$ cat src/hazardPkg.sv
package hazardPkg;

    parameter int dataWidth = 16;       // Fixed by the instruction set

    typedef logic [2:0] regIdxT;
    typedef logic [dataWidth-1:0] dataT;

    // Opcodes in instruction bits 15..11 that the hazard unit cares about
    typedef enum logic [4:0] {
        opNop = 5'b00001,
        opJ   = 5'b00100,
        opJal = 5'b00101,
        opJr  = 5'b00111
    } opcodeT;

    typedef struct packed {
        logic   valid;                  // Entry writes a register
        regIdxT rd;
    } regEntryT;

    typedef struct packed {
        logic valid;                    // Entry accesses memory
        dataT addr;
    } memEntryT;

    localparam regIdxT linkReg = 3'd7;  // Written by jump-and-link

    typedef struct packed {
        regIdxT rs;
        regIdxT rt;
        logic   isJump;                 // Plain jump, needs one bubble
        logic   isLink;
        logic   usesSrc;                // Low for NOP
    } decodeT;

endpackage

$ cat src/trackIf.sv
interface trackIf #(
    parameter type EntryT = logic
);

    EntryT push;                        // Entry entering ID this cycle
    logic  flush;                       // Taken branch kills ID slot
    EntryT idE;
    EntryT exE;
    EntryT memE;
    EntryT wbE;

    modport pipe (
        input  push, flush,
        output idE, exE, memE, wbE
    );

    modport user (
        output push, flush,
        input  idE, exE, memE, wbE
    );

endinterface

$ cat src/instrDecode.sv
module instrDecode (
    input  hazardPkg::dataT   instr,
    output hazardPkg::decodeT dec
);
    import hazardPkg::*;

    opcodeT op;

    assign op = opcodeT'(instr[15:11]);

    always_comb begin
        dec.isJump  = 1'b0;
        dec.isLink  = 1'b0;
        dec.usesSrc = 1'b1;
        dec.rs      = instr[10:8];
        dec.rt      = instr[7:5];

        case (op)
            opJ: begin
                dec.isJump = 1'b1;      // Bubble after a plain jump
            end
            opJal: begin
                dec.isLink = 1'b1;      // Result goes to r7
            end
            opNop: begin
                // No sources so both fields park on the same index
                dec.usesSrc = 1'b0;
                dec.rs      = '0;
                dec.rt      = '0;
            end
            default: begin
                // Branches and everything else read rs/rt as usual
            end
        endcase
    end

endmodule

$ cat src/trackPipe.sv
module trackPipe #(
    parameter type EntryT = logic
) (
    input  logic clk,
    input  logic rstN,
    trackIf.pipe trk
);

    localparam EntryT emptyE = EntryT'(0);  // All zero means invalid

    // ID, EX, MEM, WB shift together every clock
    always_ff @(posedge clk or negedge rstN) begin
        if (!rstN) begin
            trk.idE  <= emptyE;
            trk.exE  <= emptyE;
            trk.memE <= emptyE;
            trk.wbE  <= emptyE;
        end else begin
            trk.idE  <= trk.push;
            trk.exE  <= trk.flush ? emptyE : trk.idE;  // Branch kills the ID slot
            trk.memE <= trk.exE;
            trk.wbE  <= trk.memE;
        end
    end

    // Push comes from combinational logic on the top-level inputs
    idKnown: assert property (
        @(posedge clk) disable iff (!rstN)
        !$isunknown(trk.idE)
    ) else $error("trackPipe: ID stage entry is unknown");

endmodule

$ cat src/memHazard.sv
module memHazard (
    input  logic            clk,
    input  logic            rstN,
    input  hazardPkg::dataT baseData,
    input  hazardPkg::dataT imm,
    input  logic            memEnable,
    input  logic            instrValid,
    input  logic            stall,
    input  logic            branchTaken,
    trackIf.user            trk,
    output logic            memHaz
);
    import hazardPkg::*;

    dataT     effAddr;
    memEntryT entry;
    logic     idHit;
    logic     laterHit;

    assign effAddr = baseData + imm;

    // Bubble when stalled or nothing issued
    always_comb begin
        entry.valid = instrValid & ~stall & memEnable;
        entry.addr  = effAddr;
    end

    assign trk.push  = entry;
    assign trk.flush = branchTaken;

    assign idHit = trk.idE.valid & (trk.idE.addr == effAddr) & ~branchTaken;

    assign laterHit = (trk.exE.valid & (trk.exE.addr == effAddr))
                    | (trk.memE.valid & (trk.memE.addr == effAddr))
                    | (trk.wbE.valid & (trk.wbE.addr == effAddr));

    // Does not use stall so the loop through hazardCtrl stays open
    assign memHaz = instrValid & memEnable & (idHit | laterHit);

    // The access in ID must be gone from EX after a taken branch
    flushKills: assert property (
        @(posedge clk) disable iff (!rstN)
        trk.flush |=> !trk.exE.valid
    ) else $error("memHazard: access killed by a taken branch reached EX");

endmodule

$ cat src/hazardCtrl.sv
module hazardCtrl (
    input  logic              clk,
    input  logic              rstN,
    input  logic              instrValid,
    input  hazardPkg::decodeT dec,
    input  hazardPkg::regIdxT rd,
    input  logic              regWrite,
    input  logic              branchTaken,
    input  logic              memHaz,
    trackIf.user              trk,
    output logic              stall,
    output logic [3:0]        forwards
);
    import hazardPkg::*;

    regEntryT entry;
    logic     srcValid;
    logic     regHaz;
    logic     jmpBubble;
    logic     idRs;
    logic     idRt;
    logic     exRs;
    logic     exRt;
    logic     olderRs;
    logic     olderRt;

    function automatic logic stageHit(regEntryT e, regIdxT r);
        return e.valid && (e.rd == r);
    endfunction

    assign srcValid = instrValid & dec.usesSrc;

    // ID slot does not count while a branch kills it
    assign idRs = stageHit(trk.idE, dec.rs) & ~branchTaken;
    assign idRt = stageHit(trk.idE, dec.rt) & ~branchTaken;
    assign exRs = stageHit(trk.exE, dec.rs);
    assign exRt = stageHit(trk.exE, dec.rt);

    assign olderRs = stageHit(trk.memE, dec.rs) | stageHit(trk.wbE, dec.rs);
    assign olderRt = stageHit(trk.memE, dec.rt) | stageHit(trk.wbE, dec.rt);

    assign regHaz = srcValid & (idRs | idRt | exRs | exRt | olderRs | olderRt);

    assign stall = regHaz | memHaz | jmpBubble;

    assign forwards[3] = srcValid & idRs;                 // EX to EX, rs
    assign forwards[2] = srcValid & exRs & ~branchTaken;  // MEM to EX, rs
    assign forwards[1] = srcValid & idRt;                 // EX to EX, rt
    assign forwards[0] = srcValid & exRt & ~branchTaken;  // MEM to EX, rt

    always_comb begin
        entry.valid = instrValid & ~stall & regWrite;
        entry.rd    = dec.isLink ? linkReg : rd;          // JAL always lands in r7
    end

    assign trk.push  = entry;
    assign trk.flush = branchTaken;

    // One-cycle bubble after an unstalled plain jump
    always_ff @(posedge clk or negedge rstN) begin
        if (!rstN) begin
            jmpBubble <= 1'b0;
        end else begin
            jmpBubble <= instrValid & dec.isJump & ~stall;
        end
    end

    // A jump seen during the bubble is itself stalled
    bubbleOnce: assert property (
        @(posedge clk) disable iff (!rstN)
        jmpBubble |=> !jmpBubble
    ) else $error("hazardCtrl: jump bubble held for two cycles");

endmodule

$ cat src/hazardUnit.sv
module hazardUnit (
    input  logic               clk,
    input  logic               rstN,
    input  logic               instrValid,
    input  hazardPkg::dataT    instr,
    input  hazardPkg::regIdxT  rd,
    input  logic               regWrite,
    input  logic               memEnable,
    input  hazardPkg::dataT    baseData,
    input  hazardPkg::dataT    imm,
    input  logic               branchTaken,
    output logic               stall,
    output logic [3:0]         forwards
);
    import hazardPkg::*;

    decodeT dec;
    logic   memHaz;

    trackIf #(.EntryT(regEntryT)) regTrk ();
    trackIf #(.EntryT(memEntryT)) memTrk ();

    instrDecode uDecode (
        .instr (instr),
        .dec   (dec)
    );

    hazardCtrl uCtrl (
        .clk         (clk),
        .rstN        (rstN),
        .instrValid  (instrValid),
        .dec         (dec),
        .rd          (rd),
        .regWrite    (regWrite),
        .branchTaken (branchTaken),
        .memHaz      (memHaz),
        .trk         (regTrk.user),
        .stall       (stall),
        .forwards    (forwards)
    );

    memHazard uMem (
        .clk         (clk),
        .rstN        (rstN),
        .baseData    (baseData),
        .imm         (imm),
        .memEnable   (memEnable),
        .instrValid  (instrValid),
        .stall       (stall),
        .branchTaken (branchTaken),
        .trk         (memTrk.user),
        .memHaz      (memHaz)
    );

    trackPipe #(.EntryT(regEntryT)) uRegPipe (
        .clk  (clk),
        .rstN (rstN),
        .trk  (regTrk.pipe)
    );

    trackPipe #(.EntryT(memEntryT)) uMemPipe (
        .clk  (clk),
        .rstN (rstN),
        .trk  (memTrk.pipe)
    );

endmodule

$ cat config.mk
export PLATFORM = sky130hd
export DESIGN_NAME = hazardUnit
export DESIGN_NICKNAME = d
export VERILOG_FILES = /design/src/hazardPkg.sv /design/src/trackIf.sv /design/src/instrDecode.sv /design/src/trackPipe.sv /design/src/memHazard.sv /design/src/hazardCtrl.sv /design/src/hazardUnit.sv
export SDC_FILE = /design/constraint.sdc
export NUM_CORES = 1
export LEC_CHECK = 0
export ABC_AREA = 1
export BUFFER_PORTS_ARGS = -buffer_cell sky130_fd_sc_hd__buf_2
export CORE_ASPECT_RATIO = 1.2
export CORE_MARGIN = 2
export CORE_UTILIZATION = 63
export CTS_BUF_LIST = sky130_fd_sc_hd__clkbuf_16
export DETAILED_ROUTE_END_ITERATION = 7
export PLACE_DENSITY = 0.88
export SLEW_MARGIN = 5
export SYNTH_ARGS = -nofsm -noshare
export SYNTH_HDL_FRONTEND = slang
export SYNTH_SLANG_ARGS = --single-unit
$ cat constraint.sdc
create_clock -name clk -period 9.4 [get_ports clk]
set_input_delay 1.88 -clock clk [delete_from_list [all_inputs] [get_ports clk]]
set_output_delay 1.88 -clock clk [all_outputs]
set_load 0.02 [all_outputs]
==> flow_summary.yaml, run 1 <==
run_status:
  status: "finished clean"
final_layout:
  drive_gt1_frac: 0.148
  stdcell_count: 851
  antenna_cells: 0
  final_nets: 827
  synthToLayoutAreaGrowth_pct: 13.3
  fin_util: 0.742
  fin_area_um2: 5750
place:
  dpl_cell_area_um2: 5460
  dp_cells: 835
  place_congestion: 0.915
  io_buffers: 56
  dp_worst_setup_slack_ns: 3.06
  dp_hpwl_mm: 8.45
timing:
  fin_setup_tns_ns: 0
  report.final.hold_viol_count: 0
  worst_slew_pin_slew_ns: 1.05
  fin_hold_ws_ns: 0.372
  drv_slew: 0
  relSlewSlack: 0.302
  finClkSkew_ns: 0.00443
  fin_ws_ns: 2.91
  finalSetupViolCount: 0
  rsz0062_at_grt: "false"
  timing.final.crit_share: 0.691
  fmaxAchievable_mhz: 154
  timing.final.crit_period_ns: 6.49
setup_path:
  r2r-start: "uMemPipe.trk.idE[1]"
  critPathRequiredTime_ns: 7.52
  critPathLaunchType: "primary input"
  endpoint_kind: "output port"
  path_class: "in -> out"
  crit_arrival_ns: 4.61
  cp_max_fo: 5
  crit_start: "baseData[0]"
logic_synthesis:
  seq_area_frac_synth: 0.419
  synth_area_leaders: "dfrtp_1 42%, nand2_1 14%, nand3_1 9.2%"
  synth_cell_types: 27
  synth_edf_count: 0
  syn_avg_cell_area_um2: 7.35
  yosys_warnings: 0
  synth_top_area_frac: 0.419
  netlist_top_cells_count: "188 x nand2_1, 110 x inv_1, 93 x nand3_1"
  synth_cells: 691
  synth_most_common_cell: "nand2_1"
  synth_nets: 764
  synth_top_area_cell: "dfrtp_1"
  async_flop_share: 1.00
  ys.flop_type: "dfrtp_1"
  syn_area_um2: 5080
  ys_ff_latch: 85
die:
  core_um2: 7750
  start_util: 0.655
  dieWidth_um: 85.9
  ios: 62
  fp.dieH_um: 102
  dieArea_um2: 8790
  rows: 35
clocking:
  cts_resized: 0
  cts_inserted_buffers: 9
  clock_sinks: 85
  tritoncts: "built"
  clockBufferDepth: 2
  path_clk_slew_ns: 0.06
  cts_hold_buf: 0
  htreeDepth: 3
  worst_skew_pair.late_latency_ns: 0.33
  root_buffer: "clkbuf_16"
  cts_setup_buffers: 0
route:
  wirelength_mm: 11.6
  drc: 0
  drtIter0Drc: 303
  final_antenna_net_count: 0
  wl_per_cell_um: 13.7
  dr.pass1.iters: 5
  vias_per_cell: 5.49
  num_vias: 4673
power:
  worst_ir_drop_vdd_mv: 0.123
  p_per_area_nw_per_um2: 178
  p_total_mw: 1.02
  p_leak_nw: 3.24
min_path:
  hold_path_startpoint: "uMemPipe.trk.memE[16]"
  min_path_type: "reg -> reg"
grt:
  grt_max_degree: 86
  grt_pass1_wl_mm: 19.5
  gr-total-overflow: 0
  first_global_vias: 4629
  antenna_found_initial: 0
  track_usage: 0.279
flow_run:
  cap_viol_max_count: 0
flip-flops by register name (all words and copies together), names as in the netlist:
signal	count
uRegPipe.trk.exE	4
uMemPipe.trk.idE	17
uCtrl.jmpBubble	1
uRegPipe.trk.memE	4
uMemPipe.trk.exE	17
uMemPipe.trk.memE	17
uRegPipe.trk.idE	4
uMemPipe.trk.wbE	17
uRegPipe.trk.wbE	4
cell families (layout without fill, tap and decap cells):
| logic type | after synthesis | in the layout | share of synthesized area |
|---|---|---|---|
| AOI/OAI and AO/OA | 24 | 24 | 0.0279 |
| xor gates and xnor gates | 25 | 25 | 0.0431 |
| adders and majority gates | 16 | 16 | 0.0409 |
| buffers and inverters | 114 | 182 | 0.0845 |
| DFF | 85 | 85 | 0.419 |
| and+or+nand+nor | 427 | 427 | 0.385 |
where the power goes:
part / internal, mW / leakage [nW] / total [mW] / switching, mW
sequential: 0.403 / 1.09 / 0.428 / 0.0250
combinational: 0.0879 / 2.01 / 0.249 / 0.161
clock: 0.204 / 0.142 / 0.345 / 0.141
total: 0.696 / 3.24 / 1.02 / 0.327
cell type report:
type | count | area [µm²]
multi-input cells | 492 | 2520
flip-flops and latches | 85 | 2130
fillers | 584 | 2000
inverters | 110 | 413
repair buffers | 56 | 283
clock buffers | 9 | 225
well taps | 92 | 115
clock inverters | 7 | 66.3
per-layer routing:
metal / GRT usage / vias up / wire length (µm)
li1: - / 2292 / -
met1: 0.336 / 2173 / 4780
met2: 0.493 / 169 / 5840
met3: 0.0420 / 39 / 616
met4: 0.129 / 0 / 384
met5: 0 / - / 0
worst max-delay path: stages:
cell	delay, ns
buf_2	0.10
ha_1	0.26
fa_1	0.74
xnor2_1	0.19
nand4_1	0.14
nor2_1	0.16
nand2_1	0.08
nor2_1	0.15
nand2_1	0.07
nor2_1	0.17
nand4_1	0.13
nor2_2	0.12
nor2_1	0.05
nand2_1	0.09
nand2_2	0.07
nand2_1	0.05
buf_2	0.15
placed cells by master (no fill, tap or decap):
master      count
nand3_2         7
xor2_1         17
a21oi_2         1
nand4_1        15
clkinv_4        1
nand2_1       188
nand2_2        26
dfrtp_1        85
nand3_4         1
o21ai_0         4
nand2_4         3
a21boi_0        5
or2_2           3
o21bai_1        2
inv_6           1
buf_2          55
buf_4           1
nor2_2          1
ha_1           15
clkbuf_16       9
bufinv_16       1
a21oi_1        12
clkinvlp_4      1
inv_1         111
nand3_1        93
xnor2_1         8
or3b_2          1
clkinv_1        2
and2_1          2
fa_1            1
nand3b_1        8
nor2_1         79
final timing paths:
path,end,cells past startpoint,slack (ns)
setup reg to reg,uMemPipe.trk.idE[16],14,7.35
hold reg to reg,uMemPipe.trk.wbE[16],0,0.37
max in group asynchronous,uMemPipe.trk.exE[8],1,7.00
setup / recovery,stall,17,2.91
hold / removal,uMemPipe.trk.wbE[16],0,0.37
min in group asynchronous,uMemPipe.trk.wbE[1],1,1.73
(Power assumes the default switching activity.)
==> run 2, diff against run 1 <==
CORE_UTILIZATION = 59   (was 63)
PLACE_DENSITY = 0.84   (was 0.88)
clock period = 6.53 ns   (was 9.4 ns; I/O delays follow)
==> run 2 against run 1 <==
Hold slack got worse by 0.0012 ns. Register-to-register slack got worse by 2.7 ns. Combinational power rose by 43%. Global-route usage fell by 1.3 points. Largest power group unchanged. Critical path depth did not move. Flip-flop and latch count did not move. Via count fell by 2.4%. Count of clock-buffer cells in the layout did not move. Largest cell class unchanged. Wire length fell by 1.6%.
==> flow_summary.yaml, run 2 (synthesized netlist as in run 1, its figures left out) <==
timing:
  worst_slew_pin_slew_ns: 1.03
  rsz0062_at_grt: "false"
  relSlewSlack: 0.313
  finalSetupViolCount: 0
  fin_setup_tns_ns: 0
  timing.final.crit_period_ns: 5.16
  report.final.hold_viol_count: 0
  drv_slew: 0
  finClkSkew_ns: 0.00464
  timing.final.crit_share: 0.790
  fmaxAchievable_mhz: 194
die:
  dieWidth_um: 88.7
  start_util: 0.599
  fp.dieH_um: 106
  rows: 37
  dieArea_um2: 9360
  core_um2: 8470
  ios: 62
grt:
  first_global_vias: 4502
  track_usage: 0.266
  antenna_found_initial: 0
  grt_max_degree: 86
  gr-total-overflow: 0
  grt_pass1_wl_mm: 19.5
setup_path:
  crit_family: "simple AND/OR/NAND/NOR gates"
  crit_arrival_ns: 3.85
  critPathLaunchType: "primary input"
  endpoint_kind: "output port"
  worst-path-buf-inv: 2
  path_class: "in -> out"
  r2r_cells: 14
  r2r-start: "uMemPipe.trk.idE[1]"
  crit_path_max_incr_delay_ns: 0.69
  crit_start: "baseData[0]"
  cp_cell_sequence: "buf_2, ha_1, fa_1, xnor2_1, nand4_1, nor2_1, nand2_1, nor2_1, nand2_1, nor2_1, nand4_1, nor2_2, nor2_1, nand2_1, nand2_2, nand2_1, buf_2"
  critPathRequiredTime_ns: 5.22
  cp_max_fo: 5
  crit_cells: 17
  slowest_stage: "fa_1"
route:
  final_antenna_net_count: 0
  wirelength_mm: 11.4
  wl_per_cell_um: 13.1
  drtIter0Drc: 328
  num_vias: 4563
  vias_per_cell: 5.21
  dr.pass1.iters: 7
  drc: 0
run_status:
  status: "finished clean"
place:
  place_congestion: 0.909
  io_buffers: 56
  dp_hpwl_mm: 8.67
power:
  worst_ir_drop_vdd_mv: 0.150
  p_total_mw: 1.43
  p_per_area_nw_per_um2: 249
  p_leak_nw: 3.22
clocking:
  cts_resized: 0
  root_buffer: "clkbuf_16"
  cts_setup_buffers: 0
  cts_hold_buf: 0
  clock_sinks: 85
  htreeDepth: 3
  tritoncts: "built"
  clockBufferDepth: 2
  path_clk_slew_ns: 0.06
  worst_skew_pair.late_latency_ns: 0.35
  cts_inserted_buffers: 9
min_path:
  hold_path_depth: 0
  min_path_type: "reg -> reg"
  hold_path_startpoint: "uMemPipe.trk.exE[16]"
final_layout:
  synthToLayoutAreaGrowth_pct: 13.4
  final_common_cell: "nand2_1"
  layout_common_cells: "188 x nand2_1, 111 x inv_1, 93 x nand3_1, 85 x dfrtp_1, 79 x nor2_1"
  fillers: 721
  final_nets: 827
  antenna_cells: 0
  drive_gt1_frac: 0.148
flow_run:
  cap_viol_max_count: 0
## run 2: changes by cell type in the layout (fill, tap and decap cells not counted)
cell	before	now
bufinv_16	1	0
clkinv_4	1	2
clkinvlp_4	1	2
inv_6	1	0
## run 2: worst paths after layout
| check | slack, ns | endpoint |
|---|---|---|
| min in group asynchronous | 1.13 | uMemPipe.trk.wbE[2] |
| hold reg to reg | 0.37 | uMemPipe.trk.memE[16] |
| setup / recovery | 1.37 | stall |
| setup reg to reg | 4.61 | uCtrl.jmpBubble |
| max in group asynchronous | 4.72 | uMemPipe.trk.exE[14] |
| hold / removal | 0.37 | uMemPipe.trk.memE[16] |
## run 2: area by class of cell
| cell class | instances | area, µm² | area share |
|---|---|---|---|
| sequential | 85 | 2130 | 0.369 |
| multi-input combinational | 492 | 2520 | 0.438 |
| timing repair buffer | 56 | 283 | 0.0491 |
| clock inverter | 7 | 43.8 | 0.00761 |
| inverter | 110 | 413 | 0.0717 |
| tap | 117 | 146 | 0.0254 |
| clock buffer | 9 | 225 | 0.0391 |
## run 2: power by group
part           internal (mW)  switching, mW  total [mW]
Clock                  0.254          0.205       0.459
Sequential             0.581         0.0346       0.615
Combinational          0.126          0.231       0.357
## run 2: routing by layer
metal / global-route usage / wire [µm] / vias up / part of all wire
li1: - / - / 2289 / -
met1: 0.340 / 5030 / 2153 / 0.44
met2: 0.439 / 5710 / 95 / 0.50
met3: 0.0446 / 402 / 26 / 0.035
met4: 0.116 / 297 / 0 / 0.026
met5: 0 / 0 / - / 0
## run 2: per-stage QoR
step,cell area (µm²),utilization,setup WS (ns),hold WS (ns),instances
after floorplan,5080,-,1.91,0.348,691
after global placement,5490,0.648,1.42,0.352,860
after detailed placement,5490,0.648,1.42,0.360,860
after CTS,5760,0.680,1.37,0.372,876
after global routing,5760,0.680,1.20,0.385,876
final,5760,0.680,1.37,0.371,876
## run 2: worst register-to-register path: stages, from the launching register on
cell	delay, ns
dfrtp_1	0.40
xnor2_1	0.16
nand4_1	0.13
nor2_1	0.14
nand2_1	0.06
nor2_1	0.11
nand2_1	0.09
nor2_1	0.13
nand4_1	0.14
nor2_2	0.13
nor2_1	0.05
nand2_1	0.09
nand2_2	0.07
nand3_2	0.07
nor2_1	0.04
==> run 3, diff against run 2 <==
clock period = 4.8 ns   (was 6.53 ns; I/O delays follow)
==> run 3 against run 2 <==
Clock power up 31%. Global-route usage down 0.54 points. Final area down 0.15%. Power up 35%. Wire length up 0.21%. Sequential power up 36%. Critical endpoint unchanged. Largest cell class unchanged. Largest power group unchanged.
==> flow_summary.yaml, run 3 (synthesized netlist as in run 1, its figures left out) <==
setup_path:
  crit_path_max_incr_delay_ns: 0.44
  worst-path-buf-inv: 2
  path_class: "in -> out"
  critPathLaunchType: "primary input"
  slowest_stage: "fa_1"
  cp_max_fo: 4
  crit_arrival_ns: 3.46
  crit_family: "simple AND/OR/NAND/NOR gates"
  endpoint_kind: "output port"
  crit_top_cell: "nand2_1"
  critPathRequiredTime_ns: 3.84
  r2r_slack_ns: 2.91
  cp_cell_sequence: "buf_2, ha_1, fa_1, nand3_1, nand2_1, nand3_1, nand3_1, nand2_1, nand2_2, nand2_1, nand2_1, nor2_1, nand3_1, nor2_1, nor2_1, nand2_1, nand2_2, nand2_1, buf_2"
route:
  drtIter0Drc: 265
  num_vias: 4610
  wl_per_cell_um: 13.1
  final_antenna_net_count: 0
  dr.pass1.iters: 6
  vias_per_cell: 5.26
  wirelength_mm: 11.5
  drc: 0
timing:
  timing.final.crit_period_ns: 4.42
  timing.final.crit_share: 0.921
  finalSetupViolCount: 0
  finClkSkew_ns: 0.00520
  fin_setup_tns_ns: 0
  worst_slew_pin_slew_ns: 1.03
  drv_slew: 0
  relSlewSlack: 0.314
  fmaxAchievable_mhz: 226
  rsz0062_at_grt: "false"
  report.final.hold_viol_count: 0
clocking:
  tritoncts: "built"
  cts_setup_buffers: 0
  clock_sinks: 85
  cts_resized: 0
  cts_inserted_buffers: 9
  worst_skew_pair.late_latency_ns: 0.34
  root_buffer: "clkbuf_16"
  path_clk_slew_ns: 0.06
  clockBufferDepth: 2
  cts_hold_buf: 0
  htreeDepth: 3
power:
  p_leak_nw: 3.22
  p_sw_uw: 623
  p_total_mw: 1.93
  worst_ir_drop_vdd_mv: 0.202
  p_per_area_nw_per_um2: 335
  pwr-share-comb: 0.253
  power_frac_clock: 0.313
  p_sw_frac: 0.323
  internal_power_mw: 1.30
  p_seq_frac: 0.435
place:
  place_congestion: 0.896
  io_buffers: 56
  dp_hpwl_mm: 8.73
grt:
  gr-total-overflow: 0
  antenna_found_initial: 0
  grt_pass1_wl_mm: 19.1
  track_usage: 0.261
  grt_max_degree: 86
  first_global_vias: 4533
final_layout:
  layout_common_cells: "188 x nand2_1, 112 x inv_1, 93 x nand3_1, 85 x dfrtp_1, 79 x nor2_1"
  antenna_cells: 0
  final_common_cell: "nand2_1"
  synthToLayoutAreaGrowth_pct: 13.3
  drive_gt1_frac: 0.146
  final_nets: 827
die:
  rows: 37
  ios: 62
  core_um2: 8470
  start_util: 0.599
  fp.dieH_um: 106
  dieArea_um2: 9360
  dieWidth_um: 88.7
flow_run:
  cap_viol_max_count: 0
run_status:
  status: "finished clean"
min_path:
  min_path_type: "reg -> reg"
-- run 3: cell count changes in the layout (fill, tap and decap cells not counted) --
cell	previous run	this run
clkinv_2	0	1
clkinv_4	2	0
inv_1	111	112
-- run 3: stage by stage --
step / std cells / instance area [µm²] / hold WS, ns / utilization / setup slack [ns]
5_1_grt: 876 / 5750 / 0.394 / 0.679 / 0.0611
6_report: 876 / 5750 / 0.374 / 0.679 / 0.379
4_1_cts: 876 / 5750 / 0.376 / 0.679 / 0.383
2_1_floorplan: 691 / 5080 / 0.348 / - / 0.876
3_3_place_gp: 860 / 5490 / 0.351 / 0.648 / 0.407
3_5_place_dp: 860 / 5490 / 0.360 / 0.648 / 0.405
-- run 3: final timing paths --
path                                 startpoint  cells past startpoint                    to
max in group asynchronous                  rstN                      1  uMemPipe.trk.idE[10]
min reg2reg                uRegPipe.trk.memE[1]                      0   uRegPipe.trk.wbE[1]
max                                 baseData[0]                     19                 stall
min                        uRegPipe.trk.memE[1]                      0   uRegPipe.trk.wbE[1]
min in group asynchronous                  rstN                      1  uMemPipe.trk.memE[2]
max reg2reg                uMemPipe.trk.idE[16]                     15       uCtrl.jmpBubble
-- run 3: area by class of cell --
| class | count | area (µm²) |
|---|---|---|
| fill | 692 | 2720 |
| multi-input combinational | 492 | 2520 |
| sequential | 85 | 2130 |
| inverter | 110 | 413 |
| timing repair buffer | 56 | 283 |
| clock buffer | 9 | 225 |
| tap | 117 | 146 |
| clock inverter | 7 | 35.0 |
-- run 3: layer usage --
| metal | vias to the layer above | GRT usage | routed length [µm] |
|---|---|---|---|
| met4 | 0 | 0.102 | 350 |
| met3 | 43 | 0.0540 | 584 |
| met1 | 2126 | 0.335 | 4870 |
| li1 | 2293 | - | - |
| met2 | 148 | 0.427 | 5660 |
| met5 | - | 0 | 0 |
-- run 3: power by group through the flow --
stage | Clock (mW) | Combinational, mW | Sequential, mW
2_1_floorplan | 0 | 0.354 | 0.836
3_3_place_gp | 0 | 0.456 | 0.842
3_5_place_dp | 0 | 0.477 | 0.849
4_1_cts | 0.614 | 0.485 | 0.836
5_1_grt | 0.651 | 0.550 | 0.845
6_report | 0.602 | 0.487 | 0.837
